File: src/verilog/rv32_pkg.sv
package rv32_pkg;

    ////////////////////////////////////////////////////////////////////////////
    // Widths
    ////////////////////////////////////////////////////////////////////////////

    localparam int XLEN       = 32;
    localparam int REG_ADDR_W = 5;

    // Debug pattern for the PC fields of a flushed entry
    localparam logic [XLEN-1:0] FLUSH_PC = 32'h2A2A_2A2A;

    ////////////////////////////////////////////////////////////////////////////
    // Encodings
    ////////////////////////////////////////////////////////////////////////////

    // Supported major opcodes, bits [6:0]
    typedef enum logic [6:0] {
        OPC_OP     = 7'b0110011,
        OPC_OP_IMM = 7'b0010011,
        OPC_LUI    = 7'b0110111,
        OPC_AUIPC  = 7'b0010111,
        OPC_JAL    = 7'b1101111,
        OPC_JALR   = 7'b1100111,
        OPC_BRANCH = 7'b1100011
    } opcode_e;

    typedef enum logic [3:0] {
        ALU_ADD    = 4'd0,
        ALU_SUB    = 4'd1,
        ALU_SLL    = 4'd2,
        ALU_SLT    = 4'd3,
        ALU_SLTU   = 4'd4,
        ALU_XOR    = 4'd5,
        ALU_SRL    = 4'd6,
        ALU_SRA    = 4'd7,
        ALU_OR     = 4'd8,
        ALU_AND    = 4'd9,
        // Operand B straight through, for LUI
        ALU_PASS_B = 4'd10
    } alu_op_e;

    // Same values as funct3 of the branch instructions
    typedef enum logic [2:0] {
        BR_EQ  = 3'b000,
        BR_NE  = 3'b001,
        BR_LT  = 3'b100,
        BR_GE  = 3'b101,
        BR_LTU = 3'b110,
        BR_GEU = 3'b111
    } branch_cond_e;

    // Writeback source
    typedef enum logic {
        RES_ALU = 1'b0,
        RES_PC4 = 1'b1
    } result_src_e;

endpackage

File: src/verilog/decoder.sv
`timescale 1ns/1ps

module decoder (
    input  logic [rv32_pkg::XLEN-1:0]       instr,
    output logic                            dec_valid_op,
    output logic                            reg_w_en,
    output logic                            jump_en,
    output logic                            branch_en,
    output logic                            alu_src_a_pc,
    output logic                            alu_src_b_imm,
    output rv32_pkg::alu_op_e               alu_op,
    output rv32_pkg::branch_cond_e          branch_cond,
    output rv32_pkg::result_src_e           result_src,
    output logic [rv32_pkg::REG_ADDR_W-1:0] rd,
    output logic [rv32_pkg::REG_ADDR_W-1:0] rs1,
    output logic [rv32_pkg::REG_ADDR_W-1:0] rs2,
    output logic [rv32_pkg::XLEN-1:0]       imm_ext
);

    import rv32_pkg::*;

    opcode_e    opcode;
    logic [2:0] funct3;

    assign opcode = opcode_e'(instr[6:0]);
    assign funct3 = instr[14:12];

    // Register fields sit in fixed positions
    assign rd  = instr[11:7];
    assign rs1 = instr[19:15];
    assign rs2 = instr[24:20];

    always_comb begin
        // Bubble unless an opcode below matches
        dec_valid_op  = 1'b0;
        reg_w_en      = 1'b0;
        jump_en       = 1'b0;
        branch_en     = 1'b0;
        alu_src_a_pc  = 1'b0;
        alu_src_b_imm = 1'b0;
        alu_op        = ALU_ADD;
        branch_cond   = BR_EQ;
        result_src    = RES_ALU;
        // I-type immediate
        imm_ext       = {{20{instr[31]}}, instr[31:20]};

        case (opcode)
            OPC_OP, OPC_OP_IMM: begin
                dec_valid_op  = 1'b1;
                reg_w_en      = 1'b1;
                alu_src_b_imm = (opcode == OPC_OP_IMM);
                case (funct3)
                    // SUB only for the register form, ADDI ignores bit 30
                    3'b000:  alu_op = (opcode == OPC_OP && instr[30]) ? ALU_SUB : ALU_ADD;
                    3'b001:  alu_op = ALU_SLL;
                    3'b010:  alu_op = ALU_SLT;
                    3'b011:  alu_op = ALU_SLTU;
                    3'b100:  alu_op = ALU_XOR;
                    3'b101:  alu_op = instr[30] ? ALU_SRA : ALU_SRL;
                    3'b110:  alu_op = ALU_OR;
                    default: alu_op = ALU_AND;
                endcase
            end
            OPC_LUI, OPC_AUIPC: begin
                dec_valid_op  = 1'b1;
                reg_w_en      = 1'b1;
                alu_src_b_imm = 1'b1;
                alu_src_a_pc  = (opcode == OPC_AUIPC);
                alu_op        = (opcode == OPC_LUI) ? ALU_PASS_B : ALU_ADD;
                // U-type
                imm_ext       = {instr[31:12], 12'b0};
            end
            OPC_JAL: begin
                dec_valid_op = 1'b1;
                reg_w_en     = 1'b1;
                jump_en      = 1'b1;
                alu_src_a_pc = 1'b1;
                result_src   = RES_PC4;
                // J-type
                imm_ext = {{11{instr[31]}}, instr[31], instr[19:12], instr[20],
                           instr[30:21], 1'b0};
            end
            OPC_JALR: begin
                // Target is rs1 + imm from the ALU
                dec_valid_op  = 1'b1;
                reg_w_en      = 1'b1;
                jump_en       = 1'b1;
                alu_src_b_imm = 1'b1;
                result_src    = RES_PC4;
            end
            OPC_BRANCH: begin
                // funct3 010 and 011 are not branches
                if (funct3[2:1] != 2'b01) begin
                    dec_valid_op = 1'b1;
                    branch_en    = 1'b1;
                    branch_cond  = branch_cond_e'(funct3);
                end
                // B-type
                imm_ext = {{19{instr[31]}}, instr[31], instr[7], instr[30:25],
                           instr[11:8], 1'b0};
            end
            default: ;
        endcase

        // x0 is never written
        if (rd == '0) begin
            reg_w_en = 1'b0;
        end
    end

endmodule

File: src/verilog/register_file.sv
`timescale 1ns/1ps

module register_file (
    input  logic                            CLK,
    input  logic                            RST,
    input  logic [rv32_pkg::REG_ADDR_W-1:0] rs1_addr,
    input  logic [rv32_pkg::REG_ADDR_W-1:0] rs2_addr,
    output logic [rv32_pkg::XLEN-1:0]       rs1_data,
    output logic [rv32_pkg::XLEN-1:0]       rs2_data,
    input  logic                            wb_en,
    input  logic [rv32_pkg::REG_ADDR_W-1:0] wb_rd,
    input  logic [rv32_pkg::XLEN-1:0]       wb_data
);

    import rv32_pkg::*;

    // x1..x31, no storage for x0
    logic [XLEN-1:0] regs [1:31];

    // Read port 1 with x0 tie-off and same-cycle write bypass
    always_comb begin
        if (rs1_addr == '0) begin
            rs1_data = '0;
        end else if (wb_en && wb_rd == rs1_addr) begin
            rs1_data = wb_data;
        end else begin
            rs1_data = regs[rs1_addr];
        end
    end

    // Read port 2, same rules
    always_comb begin
        if (rs2_addr == '0) begin
            rs2_data = '0;
        end else if (wb_en && wb_rd == rs2_addr) begin
            rs2_data = wb_data;
        end else begin
            rs2_data = regs[rs2_addr];
        end
    end

    always_ff @(posedge CLK) begin
        if (RST) begin
            for (int i = 1; i < 32; i++) begin
                regs[i] <= '0;
            end
        end else if (wb_en && wb_rd != '0) begin
            regs[wb_rd] <= wb_data;
        end
    end

endmodule

File: src/verilog/idex_register.sv
`timescale 1ns/1ps

module idex_register (
    input  logic                            CLK,
    input  logic                            RST,
    input  logic                            flush,

    // Decode side
    input  logic                            d_valid,
    input  logic                            d_reg_w_en,
    input  logic                            d_jump_en,
    input  logic                            d_branch_en,
    input  logic                            d_alu_src_a_pc,
    input  logic                            d_alu_src_b_imm,
    input  logic                            d_predict_taken,
    input  rv32_pkg::alu_op_e               d_alu_op,
    input  rv32_pkg::branch_cond_e          d_branch_cond,
    input  rv32_pkg::result_src_e           d_result_src,
    input  logic [rv32_pkg::REG_ADDR_W-1:0] d_rd,
    input  logic [rv32_pkg::XLEN-1:0]       d_rs1_data,
    input  logic [rv32_pkg::XLEN-1:0]       d_rs2_data,
    input  logic [rv32_pkg::XLEN-1:0]       d_imm_ext,
    input  logic [rv32_pkg::XLEN-1:0]       d_pc,
    input  logic [rv32_pkg::XLEN-1:0]       d_pc_plus_4,

    // Execute side
    output logic                            e_valid,
    output logic                            e_reg_w_en,
    output logic                            e_jump_en,
    output logic                            e_branch_en,
    output logic                            e_alu_src_a_pc,
    output logic                            e_alu_src_b_imm,
    output logic                            e_predict_taken,
    output rv32_pkg::alu_op_e               e_alu_op,
    output rv32_pkg::branch_cond_e          e_branch_cond,
    output rv32_pkg::result_src_e           e_result_src,
    output logic [rv32_pkg::REG_ADDR_W-1:0] e_rd,
    output logic [rv32_pkg::XLEN-1:0]       e_rs1_data,
    output logic [rv32_pkg::XLEN-1:0]       e_rs2_data,
    output logic [rv32_pkg::XLEN-1:0]       e_imm_ext,
    output logic [rv32_pkg::XLEN-1:0]       e_pc,
    output logic [rv32_pkg::XLEN-1:0]       e_pc_plus_4
);

    import rv32_pkg::*;

    always_ff @(posedge CLK) begin
        if (RST) begin
            // Only fields that can change state
            e_valid         <= 1'b0;
            e_reg_w_en      <= 1'b0;
            e_jump_en       <= 1'b0;
            e_branch_en     <= 1'b0;
            e_predict_taken <= 1'b0;
        end else if (flush) begin
            // Bubble in place of the wrong-path instruction
            e_valid         <= 1'b0;
            e_reg_w_en      <= 1'b0;
            e_jump_en       <= 1'b0;
            e_branch_en     <= 1'b0;
            e_predict_taken <= 1'b0;
            // Marks the squashed slot in waveforms
            e_pc            <= FLUSH_PC;
            e_pc_plus_4     <= FLUSH_PC;
        end else begin
            e_valid         <= d_valid;
            e_reg_w_en      <= d_reg_w_en;
            e_jump_en       <= d_jump_en;
            e_branch_en     <= d_branch_en;
            e_alu_src_a_pc  <= d_alu_src_a_pc;
            e_alu_src_b_imm <= d_alu_src_b_imm;
            e_predict_taken <= d_predict_taken;
            e_alu_op        <= d_alu_op;
            e_branch_cond   <= d_branch_cond;
            e_result_src    <= d_result_src;
            e_rd            <= d_rd;
            e_rs1_data      <= d_rs1_data;
            e_rs2_data      <= d_rs2_data;
            e_imm_ext       <= d_imm_ext;
            e_pc            <= d_pc;
            e_pc_plus_4     <= d_pc_plus_4;
        end
    end

endmodule

File: src/verilog/execute_unit.sv
`timescale 1ns/1ps

module execute_unit (
    input  logic                            e_valid,
    input  logic                            e_reg_w_en,
    input  logic                            e_jump_en,
    input  logic                            e_branch_en,
    input  logic                            e_alu_src_a_pc,
    input  logic                            e_alu_src_b_imm,
    input  logic                            e_predict_taken,
    input  rv32_pkg::alu_op_e               e_alu_op,
    input  rv32_pkg::branch_cond_e          e_branch_cond,
    input  rv32_pkg::result_src_e           e_result_src,
    input  logic [rv32_pkg::REG_ADDR_W-1:0] e_rd,
    input  logic [rv32_pkg::XLEN-1:0]       e_rs1_data,
    input  logic [rv32_pkg::XLEN-1:0]       e_rs2_data,
    input  logic [rv32_pkg::XLEN-1:0]       e_imm_ext,
    input  logic [rv32_pkg::XLEN-1:0]       e_pc,
    input  logic [rv32_pkg::XLEN-1:0]       e_pc_plus_4,
    output logic                            wb_en,
    output logic [rv32_pkg::REG_ADDR_W-1:0] wb_rd,
    output logic [rv32_pkg::XLEN-1:0]       wb_data,
    output logic                            redirect,
    output logic [rv32_pkg::XLEN-1:0]       redirect_pc
);

    import rv32_pkg::*;

    logic [XLEN-1:0] op_a;
    logic [XLEN-1:0] op_b;
    logic [XLEN-1:0] alu_result;
    logic [XLEN-1:0] target;
    logic            cond_true;
    logic            taken;

    ////////////////////////////////////////////////////////////////////////////
    // ALU
    ////////////////////////////////////////////////////////////////////////////

    assign op_a = e_alu_src_a_pc  ? e_pc      : e_rs1_data;
    assign op_b = e_alu_src_b_imm ? e_imm_ext : e_rs2_data;

    always_comb begin
        case (e_alu_op)
            ALU_SUB:    alu_result = op_a - op_b;
            ALU_SLL:    alu_result = op_a << op_b[4:0];
            ALU_SLT:    alu_result = {31'b0, $signed(op_a) < $signed(op_b)};
            ALU_SLTU:   alu_result = {31'b0, op_a < op_b};
            ALU_XOR:    alu_result = op_a ^ op_b;
            ALU_SRL:    alu_result = op_a >> op_b[4:0];
            ALU_SRA:    alu_result = $signed(op_a) >>> op_b[4:0];
            ALU_OR:     alu_result = op_a | op_b;
            ALU_AND:    alu_result = op_a & op_b;
            ALU_PASS_B: alu_result = op_b;
            default:    alu_result = op_a + op_b;
        endcase
    end

    ////////////////////////////////////////////////////////////////////////////
    // Branch resolution
    ////////////////////////////////////////////////////////////////////////////

    always_comb begin
        case (e_branch_cond)
            BR_NE:   cond_true = e_rs1_data != e_rs2_data;
            BR_LT:   cond_true = $signed(e_rs1_data) < $signed(e_rs2_data);
            BR_GE:   cond_true = $signed(e_rs1_data) >= $signed(e_rs2_data);
            BR_LTU:  cond_true = e_rs1_data < e_rs2_data;
            BR_GEU:  cond_true = e_rs1_data >= e_rs2_data;
            default: cond_true = e_rs1_data == e_rs2_data;
        endcase
    end

    // Jumps always taken
    assign taken = e_jump_en | (e_branch_en & cond_true);

    // JALR gets rs1 + imm from the ALU, bit 0 cleared
    assign target = (e_jump_en && !e_alu_src_a_pc && e_alu_src_b_imm)
                  ? {alu_result[XLEN-1:1], 1'b0}
                  : e_pc + e_imm_ext;

    // Mispredict in either direction
    assign redirect    = e_valid & (taken != e_predict_taken);
    assign redirect_pc = taken ? target : e_pc_plus_4;

    // Writeback, rd zero already masked in decode
    assign wb_en   = e_valid & e_reg_w_en;
    assign wb_rd   = e_rd;
    assign wb_data = (e_result_src == RES_PC4) ? e_pc_plus_4 : alu_result;

endmodule

File: src/verilog/decode_execute.sv
`timescale 1ns/1ps

module decode_execute (
    input  logic                            CLK,
    input  logic                            RST,
    input  logic                            instr_valid,
    input  logic                            predict_taken,
    input  logic [rv32_pkg::XLEN-1:0]       instr,
    input  logic [rv32_pkg::XLEN-1:0]       pc,
    output logic                            wb_en,
    output logic                            redirect,
    output logic [rv32_pkg::REG_ADDR_W-1:0] wb_rd,
    output logic [rv32_pkg::XLEN-1:0]       wb_data,
    output logic [rv32_pkg::XLEN-1:0]       redirect_pc
);

    import rv32_pkg::*;

    // Decode stage
    logic                  dec_valid_op, reg_w_en, jump_en, branch_en;
    logic                  alu_src_a_pc, alu_src_b_imm;
    alu_op_e               alu_op;
    branch_cond_e          branch_cond;
    result_src_e           result_src;
    logic [REG_ADDR_W-1:0] rd, rs1, rs2;
    logic [XLEN-1:0]       imm_ext, rs1_data, rs2_data, pc_plus_4;

    // Execute stage
    logic                  e_valid, e_reg_w_en, e_jump_en, e_branch_en;
    logic                  e_alu_src_a_pc, e_alu_src_b_imm, e_predict_taken;
    alu_op_e               e_alu_op;
    branch_cond_e          e_branch_cond;
    result_src_e           e_result_src;
    logic [REG_ADDR_W-1:0] e_rd;
    logic [XLEN-1:0]       e_rs1_data, e_rs2_data, e_imm_ext, e_pc, e_pc_plus_4;

    // Link address
    assign pc_plus_4 = pc + 32'd4;

    decoder i_decoder (
        .instr, .dec_valid_op, .reg_w_en, .jump_en, .branch_en, .alu_src_a_pc,
        .alu_src_b_imm, .alu_op, .branch_cond, .result_src, .rd, .rs1, .rs2, .imm_ext
    );

    // Written by execute, read by decode in the same cycle
    register_file i_register_file (
        .CLK, .RST, .rs1_addr(rs1), .rs2_addr(rs2), .rs1_data, .rs2_data,
        .wb_en, .wb_rd, .wb_data
    );

    // A redirect squashes the instruction now in decode
    idex_register i_idex_register (
        .CLK, .RST, .flush(redirect),
        .d_valid(instr_valid & dec_valid_op), .d_reg_w_en(reg_w_en),
        .d_jump_en(jump_en), .d_branch_en(branch_en), .d_alu_src_a_pc(alu_src_a_pc),
        .d_alu_src_b_imm(alu_src_b_imm), .d_predict_taken(predict_taken),
        .d_alu_op(alu_op), .d_branch_cond(branch_cond), .d_result_src(result_src),
        .d_rd(rd), .d_rs1_data(rs1_data), .d_rs2_data(rs2_data), .d_imm_ext(imm_ext),
        .d_pc(pc), .d_pc_plus_4(pc_plus_4),
        .e_valid, .e_reg_w_en, .e_jump_en, .e_branch_en, .e_alu_src_a_pc,
        .e_alu_src_b_imm, .e_predict_taken, .e_alu_op, .e_branch_cond, .e_result_src,
        .e_rd, .e_rs1_data, .e_rs2_data, .e_imm_ext, .e_pc, .e_pc_plus_4
    );

    execute_unit i_execute_unit (
        .e_valid, .e_reg_w_en, .e_jump_en, .e_branch_en, .e_alu_src_a_pc,
        .e_alu_src_b_imm, .e_predict_taken, .e_alu_op, .e_branch_cond, .e_result_src,
        .e_rd, .e_rs1_data, .e_rs2_data, .e_imm_ext, .e_pc, .e_pc_plus_4,
        .wb_en, .wb_rd, .wb_data, .redirect, .redirect_pc
    );

endmodule

File: config.mk
export PLATFORM = sky130hd
export DESIGN_NAME = decode_execute
export DESIGN_NICKNAME = d
export VERILOG_FILES = /design/src/verilog/rv32_pkg.sv /design/src/verilog/decoder.sv /design/src/verilog/register_file.sv /design/src/verilog/idex_register.sv /design/src/verilog/execute_unit.sv /design/src/verilog/decode_execute.sv
export SDC_FILE = /design/constraint.sdc
export NUM_CORES = 2
export LEC_CHECK = 0
export BUFFER_PORTS_ARGS = -buffer_cell sky130_fd_sc_hd__buf_4
export CAP_MARGIN = 40
export CORE_MARGIN = 1.5
export CORE_UTILIZATION = 55
export DETAILED_ROUTE_END_ITERATION = 7
export PLACE_DENSITY = 0.76
export SLEW_MARGIN = 15
export SYNTH_ARGS = -nofsm -noshare
export SYNTH_HDL_FRONTEND = slang
export SYNTH_HIERARCHICAL = 1
export SYNTH_SLANG_ARGS = --single-unit
export TNS_END_PERCENT = 1
File: constraint.sdc
create_clock -name CLK -period 21.9 [get_ports CLK]
set_input_delay 3.285 -clock CLK [delete_from_list [all_inputs] [get_ports CLK]]
set_output_delay 3.285 -clock CLK [all_outputs]
set_load 0.01 [all_outputs]
==> metrics.txt <==
status finished, final reports clean; Min Hold Slack 0.804 ns; vias 57.5k; critical path class register to output pin; relative slew slack 0.315; Area contributors post-synth edfxtp_1 (48%), mux4_2 (11%), and2_1 (8.4%); Crit. End Element output pin; number of synthesized flops with an enable pin 1199; final wirelength 289000 µm; maximum vdd drop 0.0000719 V; wire per inst 35.9 µm; Final Max Slew Viols 0; top_reg_cell synth edfxtp_1; finished layout cell area 82000 µm²; CTS tree built; Die ar. 139000 µm²; post-synthesis instance area 75100 µm²; H-tree depth 3; Synth Register Bits 1204; Die H 372 µm; cells after synthesis 6219; synth warn 6; share of the synthesized area in the top cell type 0.480; Num CTS Buffers 117; most common cell after layout, fill and taps aside edfxtp_1; ratio of cells with drive above 1 in the final layout 0.190; FMAX 91.2 MHz; most frequent cells in the layout edfxtp_1 (1199), and2_1 (1003), mux2i_1 (387); clock buffer depth 3; DR iter-0 viols 9044; arrival time at the worst endpoint 7.68 ns; class of the worst hold path register to register; Net count, final 6383; final hold vios 0; grt total ovfl 0; Async SR Flop Fraction 0; Reg clk slew, reported paths 0.06 ns; TritonRoute pass-1 iters 8; sequential cell area 36100 µm²; area delta synth->final 9.16%; Layout Skew 0.0472 ns; Top Ports 139; leakage power 0.0309 µW; PostCTS Resize Cnt 0; largest net degree at the start of global routing 117; antenna violations before repair 9; routability cong. 1.06; Vias/cell 7.16; vias in the first global route 56.0k; Final setup viols 0; multi-input logic area 36100 µm²; buffer count from post-CTS setup fixing 0; std cell rows 135; later-pin clock latency in the skew report 0.77 ns; number of nets still failing antenna checks after routing 0; fin crit share 0.501; post-synth cell types 98; CP required 18.62 ns; register area share after synthesis 0.481; crit path max fanout 55; die width 372 µm; PwrDens 75.3 nW/µm²; Startpoint Class register; FILL cells 10.6k; first-pass GRT wire length 404000 µm; core area 135000 µm²; final total power 6170 µW; Placed Area 77800 µm²; initial core utilization 0.554; Final Critical Period 10.97 ns; GRT Total Usage 0.412; number of port buffers 138; hold buffer count at cts 0; CTS root buffer clkbuf_16; DR DRC count 0; detailed placement HPWL 190000 µm; Slew @ Worst Pin 1.03 ns; average size of a mapped cell 12.1 µm²; post-synth top area cell edfxtp_1; Final TNS setup 0 ns; setup repair after global routing missed its margin no; max-cap violations 0; Sink Count 1204
report_power, final:
part	internal, µW	total [µW]	leakage, µW	switching [µW]
clock network	1220	2130	0.00193	909
registers	2640	2700	0.0123	62.3
logic	434	1340	0.0167	902
final timing paths:
path | from | to | slack, ns | cells past startpoint
worst min-delay path | i_idex_register/e_valid | i_idex_register/e_imm_ext[1] | 0.80 | 2
worst min register to register | i_idex_register/e_valid | i_idex_register/e_imm_ext[1] | 0.80 | 2
worst max register to register | i_idex_register/e_alu_src_b_imm | i_idex_register/e_rs2_data[0] | 14.48 | 21
worst max-delay path | i_idex_register/e_alu_src_b_imm | wb_data[31] | 10.93 | 17
state kept, by name, indices dropped and copies added, names as in the netlist:
name / cells
i_idex_register/e_branch_cond: 3
i_idex_register/e_branch_en: 1
i_idex_register/e_alu_src_b_imm: 1
i_idex_register/e_alu_op: 4
i_idex_register/e_result_src: 1
i_idex_register/e_pc: 32
i_idex_register/e_alu_src_a_pc: 1
i_idex_register/e_predict_taken: 1
i_idex_register/e_valid: 1
i_idex_register/e_rs1_data: 32
i_idex_register/e_imm_ext: 32
i_idex_register/e_jump_en: 1
i_idex_register/e_rs2_data: 32
i_idex_register/e_rd: 5
i_idex_register/e_pc_plus_4: 32
i_register_file/regs: 1024
i_idex_register/e_reg_w_en: 1
synth_stat cells (14+ instances only):
cell / instances
a221oi_1: 21
mux4_2: 383
inv_1: 156
o211ai_1: 34
o221ai_1: 54
o31ai_1: 14
clkbuf_1: 369
buf_2: 95
a211oi_1: 72
a221o_1: 17
o21ai_0: 199
buf_6: 27
o22ai_1: 121
buf_1: 30
or2_2: 60
nand3_1: 66
a2111oi_0: 25
nor3_1: 59
a211o_1: 20
xnor2_1: 53
edfxtp_1: 1199
o21a_1: 23
and3_1: 28
nor4_1: 20
o2111ai_1: 15
nor2_1: 303
a22oi_1: 102
ha_1: 161
and2_1: 1004
a32o_1: 37
a21oi_1: 191
mux2i_1: 391
nand2_1: 264
mux2_2: 123
xor2_1: 23
nor2b_1: 67
buf_4: 38
nand2b_1: 33
nand4_1: 23
a31oi_1: 55
a21o_1: 38
layout make-up:
type                    instances  area share
well taps                    1781      0.0272
flip-flops and latches       1204       0.441
repair buffers                350      0.0358
multi-input cells            4316       0.440
clock inverters                78      0.0118
clock buffers                 138      0.0369
inverters                     162     0.00745
diodes                          4    0.000122
worst max-delay path, stage by stage (launching register included):
cell and delay (ns):
edfxtp_1 0.33, buf_4 0.58, mux2i_4 0.33, buf_4 0.66, inv_1 0.41, ha_1 0.35
a211oi_1 0.31, o21ai_0 0.37, o211ai_1 0.77, a21oi_1 0.35, o21ai_0 0.51, o41ai_1 0.12
buf_4 0.18, a211oi_1 0.25, o221ai_1 0.16, o21ai_1 0.17, mux2_2 0.76, buf_4 0.25
cells by family after synthesis:
| group | after synthesis | share of synthesized area |
|---|---|---|
| AO/OA/AOI/OAI | 1140 | 0.104 |
| XOR/XNOR | 76 | 0.00887 |
| adder cells (fa/ha/maj) | 164 | 0.0276 |
| buffers and inverters | 730 | 0.0438 |
| flip-flops | 1204 | 0.481 |
| multiplexers | 905 | 0.187 |
| other | 1 | 0.0000499 |
| AND/OR/NAND/NOR | 1999 | 0.147 |
stage by stage:
stage / utilization / cells / setup WS [ns]
after floorplan: - / 6250 / 13.41
after global placement: 0.572 / 7777 / 12.10
after global routing: 0.605 / 8029 / 10.88
after CTS: 0.604 / 8015 / 11.19
final: 0.605 / 8033 / 10.93
after detailed placement: 0.574 / 7799 / 12.07
layer usage:
metal / part of all wire / vias to the layer above / GRT usage / routed length (µm)
met5: 0.00011 / - / 0 / 33
met4: 0.083 / 4 / 0.287 / 24000
met3: 0.13 / 1163 / 0.0966 / 36600
met2: 0.46 / 4697 / 0.645 / 131000
met1: 0.33 / 28300 / 0.507 / 96500
li1: - / 23300 / - / -
(Power assumes the default switching activity.)
